<file path="config.mk">
export PLATFORM = sky130hd
export DESIGN_NAME = la_top
export DESIGN_NICKNAME = d
export VERILOG_FILES = /design/src/common/la_pkg.sv /design/src/common/la_ctrl_if.sv /design/src/rtl/la_reg_decode.sv /design/src/la_capture/la_capture_engine.sv /design/src/rtl/la_readout.sv /design/src/rtl/la_top.sv
export VERILOG_INCLUDE_DIRS = /design/src /design/src/common
export SDC_FILE = /design/constraint.sdc
export NUM_CORES = 1
export LEC_CHECK = 0
export BUFFER_PORTS_ARGS = -buffer_cell sky130_fd_sc_hd__buf_2
export CORE_MARGIN = 2
export CORE_UTILIZATION = 49
export DETAILED_ROUTE_END_ITERATION = 6
export GPL_TIMING_DRIVEN = 0
export SLEW_MARGIN = 0
export SYNTH_ARGS = -nofsm -noshare
export SYNTH_HDL_FRONTEND = slang
export SYNTH_SLANG_ARGS = --single-unit
</file>
<file path="constraint.sdc">
create_clock -name observer_clk -period 25.4 [get_ports observer_clk]
set_input_delay 2.54 -clock observer_clk [delete_from_list [all_inputs] [get_ports observer_clk]]
set_output_delay 2.54 -clock observer_clk [all_outputs]
set_load 0.01 [all_outputs]
</file>
<file path="src/common/la_defs.svh">
`ifndef LA_DEFS_SVH
`define LA_DEFS_SVH

// Capture geometry
`define LA_CAPTURE_DEPTH      64
`define LA_CHANNELS           9

// Responses the host may have outstanding
`define LA_RESP_CREDITS       2

// Identity readback, low byte first
`define LA_EXISTS_CODE        16'h4c41

// Register map
`define LA_ADDR_CAPTURE_GROUP  8'h10
`define LA_ADDR_TRIGGER_SOURCE 8'h11
`define LA_ADDR_READ_SELECT    8'h12
`define LA_ADDR_STATUS         8'h13
`define LA_ADDR_EXISTS         8'h14
`define LA_ADDR_CAPTURE_DEPTH  8'h15
`define LA_ADDR_SOFT_TRIGGER   8'h16

`endif

</file>
<file path="src/common/la_pkg.sv">
`default_nettype none

`include "la_defs.svh"

package la_pkg;

   // Register addresses double as decode opcodes
   typedef enum logic [7:0] {
      REG_CAPTURE_GROUP  = `LA_ADDR_CAPTURE_GROUP,
      REG_TRIGGER_SOURCE = `LA_ADDR_TRIGGER_SOURCE,
      REG_READ_SELECT    = `LA_ADDR_READ_SELECT,
      REG_STATUS         = `LA_ADDR_STATUS,
      REG_EXISTS         = `LA_ADDR_EXISTS,
      REG_CAPTURE_DEPTH  = `LA_ADDR_CAPTURE_DEPTH,
      REG_SOFT_TRIGGER   = `LA_ADDR_SOFT_TRIGGER
   } la_reg_e;

   typedef enum logic [1:0] {
      GLITCH = 2'd0,
      ADC    = 2'd1,
      SOFT   = 2'd2   // Register-driven trigger
   } la_trig_e;

   typedef enum logic {
      IDLE      = 1'b0,
      CAPTURING = 1'b1
   } la_cap_state_e;

endpackage

`default_nettype wire

</file>
<file path="src/common/la_ctrl_if.sv">
`timescale 1ns/1ps
`default_nettype none

`include "la_defs.svh"

interface la_ctrl_if;
   import la_pkg::*;

   // Settings held by the decoder
   logic [1:0]                   capture_group;
   la_trig_e                     trigger_source;
   logic                         soft_trigger;   // One-cycle pulse
   logic [7:0]                   read_select;

   // Registered read request
   logic                         rd_req;
   la_reg_e                      rd_addr;
   logic [2:0]                   rd_bytecnt;

   // Capture engine results
   logic                         capturing;
   logic [`LA_CAPTURE_DEPTH-1:0] capture_data;   // Channel picked by read_select

   modport decode (output capture_group, trigger_source, soft_trigger, read_select,
                   output rd_req, rd_addr, rd_bytecnt);
   modport engine (input capture_group, trigger_source, soft_trigger, read_select,
                   output capturing, capture_data);
   modport readout (input rd_req, rd_addr, rd_bytecnt, capture_group, trigger_source,
                    input capturing, capture_data);
   modport bench (input capture_group, trigger_source, soft_trigger, read_select,
                  input rd_req, rd_addr, rd_bytecnt, capturing, capture_data);
endinterface

`default_nettype wire

</file>
<file path="src/rtl/la_reg_decode.sv">
`timescale 1ns/1ps
`default_nettype none

module la_reg_decode (
   input  wire             observer_clk,
   input  wire             reset,
   input  wire             cmd_valid,
   input  wire             cmd_write,
   input  wire la_pkg::la_reg_e cmd_address,
   input  wire [2:0]       cmd_bytecnt,
   input  wire [7:0]       cmd_data,
   input  wire             cmd_ready,
   la_ctrl_if.decode       ctrl
);
   import la_pkg::*;

   logic accept;
   logic wr_accept;
   logic rd_accept;

   // Map a written code onto a trigger source, unknown codes fall back to glitch
   function automatic la_trig_e trig_from_code(input logic [1:0] code);
      la_trig_e src;
      case (code)
         2'd1:    src = ADC;
         2'd2:    src = SOFT;
         default: src = GLITCH;
      endcase
      return src;
   endfunction

   assign accept    = cmd_valid && cmd_ready;
   assign wr_accept = accept && cmd_write;
   assign rd_accept = accept && !cmd_write;

   // Settings and single-cycle strobes
   always_ff @(posedge observer_clk) begin
      if (reset) begin
         ctrl.capture_group  <= 2'd0;
         ctrl.trigger_source <= GLITCH;
         ctrl.read_select    <= 8'd0;
         ctrl.soft_trigger   <= 1'b0;
         ctrl.rd_req         <= 1'b0;
      end
      else begin
         ctrl.soft_trigger <= wr_accept && (cmd_address == REG_SOFT_TRIGGER);
         ctrl.rd_req       <= rd_accept;   // Readout pushes next edge

         if (wr_accept) begin
            case (cmd_address)
               REG_CAPTURE_GROUP:  ctrl.capture_group  <= cmd_data[1:0];
               REG_TRIGGER_SOURCE: ctrl.trigger_source <= trig_from_code(cmd_data[1:0]);
               REG_READ_SELECT:    ctrl.read_select    <= cmd_data;
               default: ;   // Read-only or strobe addresses
            endcase
         end
      end
   end

   // Address and byte index travel with the request
   always_ff @(posedge observer_clk) begin
      if (rd_accept) begin
         ctrl.rd_addr    <= cmd_address;
         ctrl.rd_bytecnt <= cmd_bytecnt;
      end
   end

endmodule

`default_nettype wire

</file>
<file path="src/la_capture/la_capture_engine.sv">
`timescale 1ns/1ps
`default_nettype none

`include "la_defs.svh"

module la_capture_engine (
   input  wire                    observer_clk,
   input  wire                    reset,
   input  wire                    trig_glitch,
   input  wire                    trig_adc,
   input  wire [`LA_CHANNELS-1:0] probe_a,
   input  wire [`LA_CHANNELS-1:0] probe_b,
   input  wire [`LA_CHANNELS-1:0] probe_c,
   la_ctrl_if.engine              ctrl
);
   import la_pkg::*;

   localparam int DEPTH    = `LA_CAPTURE_DEPTH;
   localparam int CHANNELS = `LA_CHANNELS;
   localparam int CNT_W    = $clog2(DEPTH + 1);
   localparam int SEL_W    = $clog2(CHANNELS);

   // Returned for an out-of-range channel select
   localparam logic [DEPTH-1:0] ODD_PATTERN = DEPTH'(64'hb38f0);
   // Group 3, alternating with a 1 on channel 0
   localparam logic [CHANNELS-1:0] FIXED_GROUP = CHANNELS'(9'h155);

   logic                trig_async;
   logic [1:0]          trig_sync;
   logic                trig_r;
   logic                trig_r2;
   logic                start;
   logic [CHANNELS-1:0] probe_r;
   logic [DEPTH-1:0]    cap_reg [CHANNELS];
   logic [CNT_W-1:0]    sample_cnt;
   la_cap_state_e       state;

   always_comb begin
      case (ctrl.trigger_source)
         GLITCH:  trig_async = trig_glitch;
         ADC:     trig_async = trig_adc;
         default: trig_async = 1'b0;   // Soft trigger joins after the sync
      endcase
   end

   // Two-stage sync, then rising-edge detect
   always_ff @(posedge observer_clk) begin
      if (reset) begin
         trig_sync <= 2'b00;
         trig_r    <= 1'b0;
         trig_r2   <= 1'b0;
      end
      else begin
         trig_sync <= {trig_sync[0], trig_async};
         trig_r    <= trig_sync[1] | (ctrl.soft_trigger && ctrl.trigger_source == SOFT);
         trig_r2   <= trig_r;
      end
   end

   assign start = trig_r & ~trig_r2;

   // Probe group sampled every cycle
   always_ff @(posedge observer_clk) begin
      case (ctrl.capture_group)
         2'd0:    probe_r <= probe_a;
         2'd1:    probe_r <= probe_b;
         2'd2:    probe_r <= probe_c;
         default: probe_r <= FIXED_GROUP;
      endcase
   end

   // Newest sample enters at the top and moves toward bit 0
   always_ff @(posedge observer_clk) begin
      if (reset) begin
         state      <= IDLE;
         sample_cnt <= '0;
         for (int ch = 0; ch < CHANNELS; ch++) cap_reg[ch] <= '0;
      end
      else if (start) begin   // Also restarts a capture in progress
         state      <= CAPTURING;
         sample_cnt <= CNT_W'(1);
         for (int ch = 0; ch < CHANNELS; ch++)
            cap_reg[ch] <= {probe_r[ch], {(DEPTH-1){1'b0}}};
      end
      else if (state == CAPTURING) begin
         for (int ch = 0; ch < CHANNELS; ch++)
            cap_reg[ch] <= {probe_r[ch], cap_reg[ch][DEPTH-1:1]};
         sample_cnt <= sample_cnt + 1'b1;
         if (sample_cnt == CNT_W'(DEPTH - 1))
            state <= IDLE;   // Last sample shifted in
      end
   end

   assign ctrl.capturing = (state == CAPTURING);

   always_comb begin
      if (ctrl.read_select < CHANNELS)
         ctrl.capture_data = cap_reg[ctrl.read_select[SEL_W-1:0]];
      else
         ctrl.capture_data = ODD_PATTERN;
   end

endmodule

`default_nettype wire

</file>
<file path="src/rtl/la_readout.sv">
`timescale 1ns/1ps
`default_nettype none

`include "la_defs.svh"

module la_readout (
   input  wire        observer_clk,
   input  wire        reset,
   input  wire        resp_credit,
   output logic       cmd_ready,
   output logic       resp_valid,
   output logic [7:0] resp_data,
   la_ctrl_if.readout ctrl
);
   import la_pkg::*;

   localparam int CW = $clog2(`LA_RESP_CREDITS + 1);

   // Wide constants so any byte index is in range
   localparam logic [63:0] EXISTS_WORD = 64'(`LA_EXISTS_CODE);
   localparam logic [63:0] DEPTH_WORD  = 64'(`LA_CAPTURE_DEPTH);

   logic [7:0]    rd_byte;
   logic [5:0]    bit_ofs;
   logic [7:0]    q_data [2];
   logic          wr_ptr;
   logic          rd_ptr;
   logic [1:0]    q_count;
   logic [CW-1:0] credits;
   logic          send;

   assign bit_ofs = {ctrl.rd_bytecnt, 3'b000};

   always_comb begin
      case (ctrl.rd_addr)
         REG_READ_SELECT:    rd_byte = ctrl.capture_data[bit_ofs +: 8];
         REG_STATUS:         rd_byte = {7'd0, ctrl.capturing};
         REG_EXISTS:         rd_byte = EXISTS_WORD[bit_ofs +: 8];
         REG_CAPTURE_DEPTH:  rd_byte = DEPTH_WORD[bit_ofs +: 8];
         REG_CAPTURE_GROUP:  rd_byte = {6'd0, ctrl.capture_group};
         REG_TRIGGER_SOURCE: rd_byte = {6'd0, ctrl.trigger_source};
         default:            rd_byte = 8'd0;
      endcase
   end

   // Room for the next command, counting a read still in flight
   assign cmd_ready = (q_count == 2'd0) || (q_count == 2'd1 && !ctrl.rd_req);

   assign send       = (credits != '0) && (q_count != 2'd0);
   assign resp_valid = send;
   assign resp_data  = q_data[rd_ptr];

   always_ff @(posedge observer_clk) begin
      if (ctrl.rd_req)
         q_data[wr_ptr] <= rd_byte;
   end

   always_ff @(posedge observer_clk) begin
      if (reset) begin
         wr_ptr  <= 1'b0;
         rd_ptr  <= 1'b0;
         q_count <= 2'd0;
         credits <= CW'(`LA_RESP_CREDITS);
      end
      else begin
         if (ctrl.rd_req) wr_ptr <= ~wr_ptr;
         if (send)        rd_ptr <= ~rd_ptr;

         case ({ctrl.rd_req, send})
            2'b10:   q_count <= q_count + 2'd1;
            2'b01:   q_count <= q_count - 2'd1;
            default: ;   // Push and pop cancel out
         endcase

         // A returned credit and a send in the same cycle cancel
         if (send && !resp_credit)
            credits <= credits - 1'b1;
         else if (!send && resp_credit && credits < CW'(`LA_RESP_CREDITS))
            credits <= credits + 1'b1;
      end
   end

endmodule

`default_nettype wire

</file>
<file path="src/rtl/la_top.sv">
`timescale 1ns/1ps
`default_nettype none

`include "la_defs.svh"

module la_top (
   input  wire                    observer_clk,
   input  wire                    reset,
   // Host command port
   input  wire                    cmd_valid,
   input  wire                    cmd_write,
   input  wire la_pkg::la_reg_e   cmd_address,
   input  wire [2:0]              cmd_bytecnt,
   input  wire [7:0]              cmd_data,
   output wire                    cmd_ready,
   // Response port, credit flow controlled
   output wire                    resp_valid,
   output wire [7:0]              resp_data,
   input  wire                    resp_credit,
   // Observed signals
   input  wire                    trig_glitch,
   input  wire                    trig_adc,
   input  wire [`LA_CHANNELS-1:0] probe_a,
   input  wire [`LA_CHANNELS-1:0] probe_b,
   input  wire [`LA_CHANNELS-1:0] probe_c
);

   la_ctrl_if ctrl ();

   la_reg_decode la_reg_decode_inst (
      .observer_clk (observer_clk),
      .reset        (reset),
      .cmd_valid    (cmd_valid),
      .cmd_write    (cmd_write),
      .cmd_address  (cmd_address),
      .cmd_bytecnt  (cmd_bytecnt),
      .cmd_data     (cmd_data),
      .cmd_ready    (cmd_ready),   // Backpressure from the readout queue
      .ctrl         (ctrl.decode)
   );

   la_capture_engine la_capture_engine_inst (
      .observer_clk (observer_clk),
      .reset        (reset),
      .trig_glitch  (trig_glitch),
      .trig_adc     (trig_adc),
      .probe_a      (probe_a),
      .probe_b      (probe_b),
      .probe_c      (probe_c),
      .ctrl         (ctrl.engine)
   );

   la_readout la_readout_inst (
      .observer_clk (observer_clk),
      .reset        (reset),
      .resp_credit  (resp_credit),
      .cmd_ready    (cmd_ready),
      .resp_valid   (resp_valid),
      .resp_data    (resp_data),
      .ctrl         (ctrl.readout)
   );

endmodule

`default_nettype wire

</file>
After elaboration in Yosys (flattened, before gate mapping)
Memories as Yosys holds them, arrays and structs flattened. A register that Yosys moved wholly into a read port is not among the register bits.
Cells that the tools add are included.
{"block": "word_totals", "regBits": 52, "mem_bits_rw": 592, "out_inout_bits": 10, "word_cells": 146, "memories": 2}
{"name": "la_capture_engine_inst.cap_reg", "words": 9, "width": 64, "read_ports": 10, "rd_ports_with_merged_regs": 1, "wr": 9, "line_no": "la_capture_engine.sv:34", "text": "logic [DEPTH-1:0] cap_reg [CHANNELS];"}
{"name": "la_readout_inst.q_data", "words": 2, "width": 8, "read_ports": 1, "rd_ports_with_merged_regs": 1, "wr": 1, "line_no": "la_readout.sv:25", "text": "logic [7:0] q_data [2];"}
{"block": "classes", "n_addsub": 5, "n_lt_le_gt_ge": 2, "n_eq_ne": 20, "shift": 3, "n_mux": 46, "n_bitwise": 23, "n_reduce_logical": 27}
{"operator": "64-bit two-way mux", "n": 19}
{"operator": "64-bit by 7-bit indexed part select with 8-bit output (first input constant)", "n": 2}
{"operator": "8-bit by 5-bit == test with 1-bit output (second input constant)", "n": 10}
{"operator": "64-bit by 7-bit indexed part select with 8-bit output", "n": 1}
{"operator": "8-bit one-hot mux with 6 select lines", "n": 1}
{"operator": "9-bit one-hot mux with 3 select lines", "n": 1}
{"operator": "1-bit OR", "n": 19}
{"operator": "1-bit two-way mux", "n": 18}
{"operator": "2-bit by 1-bit == test with 1-bit output (second input constant)", "n": 5}
{"operator": "1-bit logical AND", "n": 10}
{"operator": "2-bit nonzero test", "n": 5}
{"operator": "2-bit == test (second input constant)", "n": 4}
{"operator": "8-bit by 4-bit less-than comparator with 1-bit output (second input constant)", "n": 1}
{"operator": "4-bit two-way mux", "n": 2}
{"operator": "2-bit one-hot mux with 2 select lines", "n": 2}
{"operator": "7-bit by 1-bit adder with 7-bit output (second input constant)", "n": 1}
{"operator": "7-bit by 6-bit == test with 1-bit output (second input constant)", "n": 1}
{"operator": "2-bit logical NOT", "n": 3}
{"operator": "2-bit AND reduction", "n": 3}
{"operator": "2-bit by 1-bit adder with 2-bit output (second input constant)", "n": 2}
{"operator": "1-bit logical NOT", "n": 4}
{"operator": "2-bit two-way mux", "n": 2}
{"operator": "2-bit by 1-bit subtractor with 2-bit output (second input constant)", "n": 2}
{"operator": "1-bit inverter", "n": 3}
{"operator": "other kinds (5)", "n": 5}

Longest topological paths before layout
{"block": "logic_depth", "ltp_word": 8, "depth_mapped": 10}

Modules after synthesis
Synthesis repeated with hierarchy kept, for this count alone.
{"block": "hier_totals", "cells_unflattened": 1900, "hier_area_um2": 29420.7}
{"module": "la_capture_engine", "n_inst": 1, "cells_per_inst": 1683, "area_each_um2": 26824.5}
{"module": "la_readout", "n_inst": 1, "cells_per_inst": 133, "area_each_um2": 1589.0}
{"module": "la_reg_decode", "n_inst": 1, "cells_per_inst": 84, "area_each_um2": 1007.2}

Worst setup path after synthesis
Ideal clock, no wire load.
{"block": "synth_path", "kind": "input port to flip-flop", "startpoint": "in reset", "endpoint": "mem la_capture_engine_inst.cap_reg[0][0] (netlist name), enable pin", "t_arrival_ps": 15049, "required_time_ps": 24422, "slack_ps": 9372, "path_stages": 2, "path_buffers": 1, "path_cell_list": "clkbuf_1 > or3_1"}
{"element": "start: declaration", "line_no": "la_top.sv:8", "text": "input wire reset,"}
{"element": "end: declaration", "line_no": "la_capture_engine.sv:34"}

==> qor.yml <==
sta:
  slew_viol_final: 0
  fin_tns_setup_ns: 0
  finalSetupViolations: 0
  final.period_utilization: 0.207
  worst-slew-pin-transition_ns: 1.30
  grt_setup_unrepaired: "no"
  max_slew_margin: 0.135
  final_worst_path_period_need_ns: 5.27
  timing.final.hold_violations: 0
  achievable-frequency_mhz: 190
  final.setup_skew_ns: 0.0243
  worst_slack_ns: 20.13
setup_path:
  critPathRequiredTime_ns: 25.87
  cpMaxStageDelayCell: "sky130_fd_sc_hd__clkbuf_1"
  critical_path.most_common_cell: "sky130_fd_sc_hd__clkbuf_1"
  critical_path.max_stage_delay_ns: 1.01
  timing.critical_path.fanout_max: 10
  setup.worst_path.end_class: "register"
  arrival_ns: 5.73
  setup.worst_path.class: "in -> reg"
  timing.critical_path.from_type: "input pin"
  crit_path_cell_trace: "buf_2 > or2_2 > clkbuf_1 > nor2_1 > clkbuf_1 > clkbuf_1 > and2_1"
synth:
  avgSynthCellArea_um2: 15.1
  synth-edff-count: 603
  cells_taking_the_most_area_after_synthesis: "sky130_fd_sc_hd__edfxtp_1 (62%), sky130_fd_sc_hd__and2_1 (12%), sky130_fd_sc_hd__mux4_2 (9.1%)"
  synth_cell_types: 69
  synth_async_sr_flop_share: 0
  yosysWarnings: 0
  syn-num-nets: 1984
  synth_area_um2: 29100
  synth.most_common_cell: "sky130_fd_sc_hd__edfxtp_1"
  synth_top_area_frac: 0.623
  postSynthRegisterBits: 649
  yosys-top-cells-count: "sky130_fd_sc_hd__edfxtp_1 (603), sky130_fd_sc_hd__and2_1 (580), sky130_fd_sc_hd__mux4_2 (118)"
  synth_top_area_cell: "sky130_fd_sc_hd__edfxtp_1"
  synth_instances: 1927
  synth_seq_area_share: 0.655
  yosys_most_used_dff: "sky130_fd_sc_hd__edfxtp_1"
clocking:
  clock_buffers_created_by_tritoncts: 71
  cts-hold-fix-buffers: 0
  cts_setup_buffers: 0
  cts_max_path_buffers: 3
  clock-sinks: 649
  post_cts_resize_count: 0
  cts_tree: "yes"
  cts-root-buf: "sky130_fd_sc_hd__clkbuf_16"
  cts.clk_slew.worst_paths_ns: 0.06
  h_tree_levels: 3
  worst_skew_pair.late_latency_ns: 0.62
status:
  status: "finished, final reports clean"
die:
  die_h_um: 248
  fp.dieW_um: 248
  fp.dieArea_um2: 61300
  initial_utilization: 0.494
  placement_rows: 89
  core_um2: 58800
  pin_count: 63
cells_and_area:
  antenna_cells: 0
  area.growth.synth_to_final_pct: 13.0
  layout.core_utilization: 0.558
  largest_register_ff_count: 576
  layout.nets: 2129
  fillCellCount: 4784
  share_of_cells_above_drive_strength_1: 0.172
placed_design:
  io_buffers: 62
  pre_cts_ws_ns: 19.57
  place_congestion: 0.930
  dpl.hpwl_mm: 56.0
grt:
  gr_ovfl_total: 0
  grt_antenna_before_repair: 4
  grt_pass1_wl_mm: 118
  grt_start_max_net_pins: 72
  grt_usage: 0.270
  first_global_vias: 17115
pwr:
  power.leakage_nw: 11.7
  worst_vdd_rail_ir_drop_mv: 0.0559
  power.density_cell_area_nw_per_um2: 74.1
run:
  maxCapViolCount: 0
detailed_routing:
  vias: 17395
  avgRoutedWirePerCell_um: 27.9
  dr.pass1.iters: 6
  totalWireLength_mm: 81.1
  first_iter_violations: 2059
  drc: 0
  drtAntennaViolNets: 0
  ratio_of_routed_vias_to_standard_cells: 5.99
worst_hold_path:
  hold_path.class: "reg -> reg"
## report_power, final
part           internal, W  switching [W]  total (W)
logic            0.0000635      0.0000983   0.000162
registers          0.00124      0.0000346    0.00127
clock network     0.000568       0.000432    0.00100
## layer usage
| layer | global-route usage | wire length [µm] |
|---|---|---|
| met1 | 0.388 | 34400 |
| met2 | 0.411 | 37200 |
| met3 | 0.0529 | 6630 |
| met4 | 0.0972 | 2870 |
| met5 | 0 | 13 |
## per-stage QoR
step	cell area, µm²	total power (W)	cells	hold WS, ns
2_1_floorplan	29100	0.00141	1927	0.413
4_1_cts	32800	0.00244	2902	0.456
3_5_place_dp	30600	0.00145	2772	0.442
5_1_grt	32800	0.00250	2902	0.468
3_3_place_gp	30300	0.00149	2762	0.422
6_report	32800	0.00243	2902	0.454
## final cells by class
class / count / area, µm² / area share
clock inverter: 36 / 216 / 0.00659
timing repair buffer: 72 / 578 / 0.0176
inverter: 9 / 33.8 / 0.00103
clock buffer: 94 / 2010 / 0.0612
multi-input combinational: 1142 / 9430 / 0.287
tap: 773 / 967 / 0.0295
buffer: 127 / 578 / 0.0176
sequential: 649 / 19000 / 0.579
## cells by family (layout without fill, tap and decap cells)
kind of cell | count (synthesis) | count (layout) | share of synthesized area
multiplexers | 223 | 223 | 0.129
AND/OR/NAND/NOR | 777 | 777 | 0.159
flip-flops | 649 | 649 | 0.655
XOR/XNOR | 9 | 9 | 0.00271
AO/OA/AOI/OAI | 129 | 129 | 0.0320
adder cells (fa/ha/maj) | 4 | 4 | 0.00172
buffers and inverters | 136 | 338 | 0.0211
## cell usage in the layout (no fill, tap or decap), types with 19 or more instances in the layout
master	count
sky130_fd_sc_hd__edfxtp_1	603
sky130_fd_sc_hd__and2_1	580
sky130_fd_sc_hd__mux4_2	118
sky130_fd_sc_hd__clkbuf_1	95
sky130_fd_sc_hd__buf_2	86
sky130_fd_sc_hd__mux2i_1	75
sky130_fd_sc_hd__clkbuf_16	75
sky130_fd_sc_hd__nor2_1	58
sky130_fd_sc_hd__nand2_1	50
sky130_fd_sc_hd__dfxtp_1	46
sky130_fd_sc_hd__mux2_2	30
sky130_fd_sc_hd__a21oi_1	21
sky130_fd_sc_hd__a22oi_1	20
sky130_fd_sc_hd__nor2b_1	19
## final timing paths
check	end	cells past startpoint	slack (ns)	startpoint
setup / recovery	la_capture_engine_inst.cap_reg[5][60]$_SDFFCE_PN0P_	7	20.13	reset
hold / removal	la_capture_engine_inst.trig_sync[1]$_SDFF_PP0_	1	0.45	la_capture_engine_inst.trig_sync[0]$_SDFF_PP0_
setup reg to reg	la_readout_inst.q_data[1][7]$_DFFE_PP_	8	21.28	register
hold reg to reg	la_capture_engine_inst.trig_sync[1]$_SDFF_PP0_	1	0.45	la_capture_engine_inst.trig_sync[0]$_SDFF_PP0_
## worst max-delay path, delay by kind of cell
kind / cells / cell delay (ns)
buf+inv: 4 / 1.96
simple gates: 3 / 1.22
No activity file was read; power rests on OpenSTA's default activity.
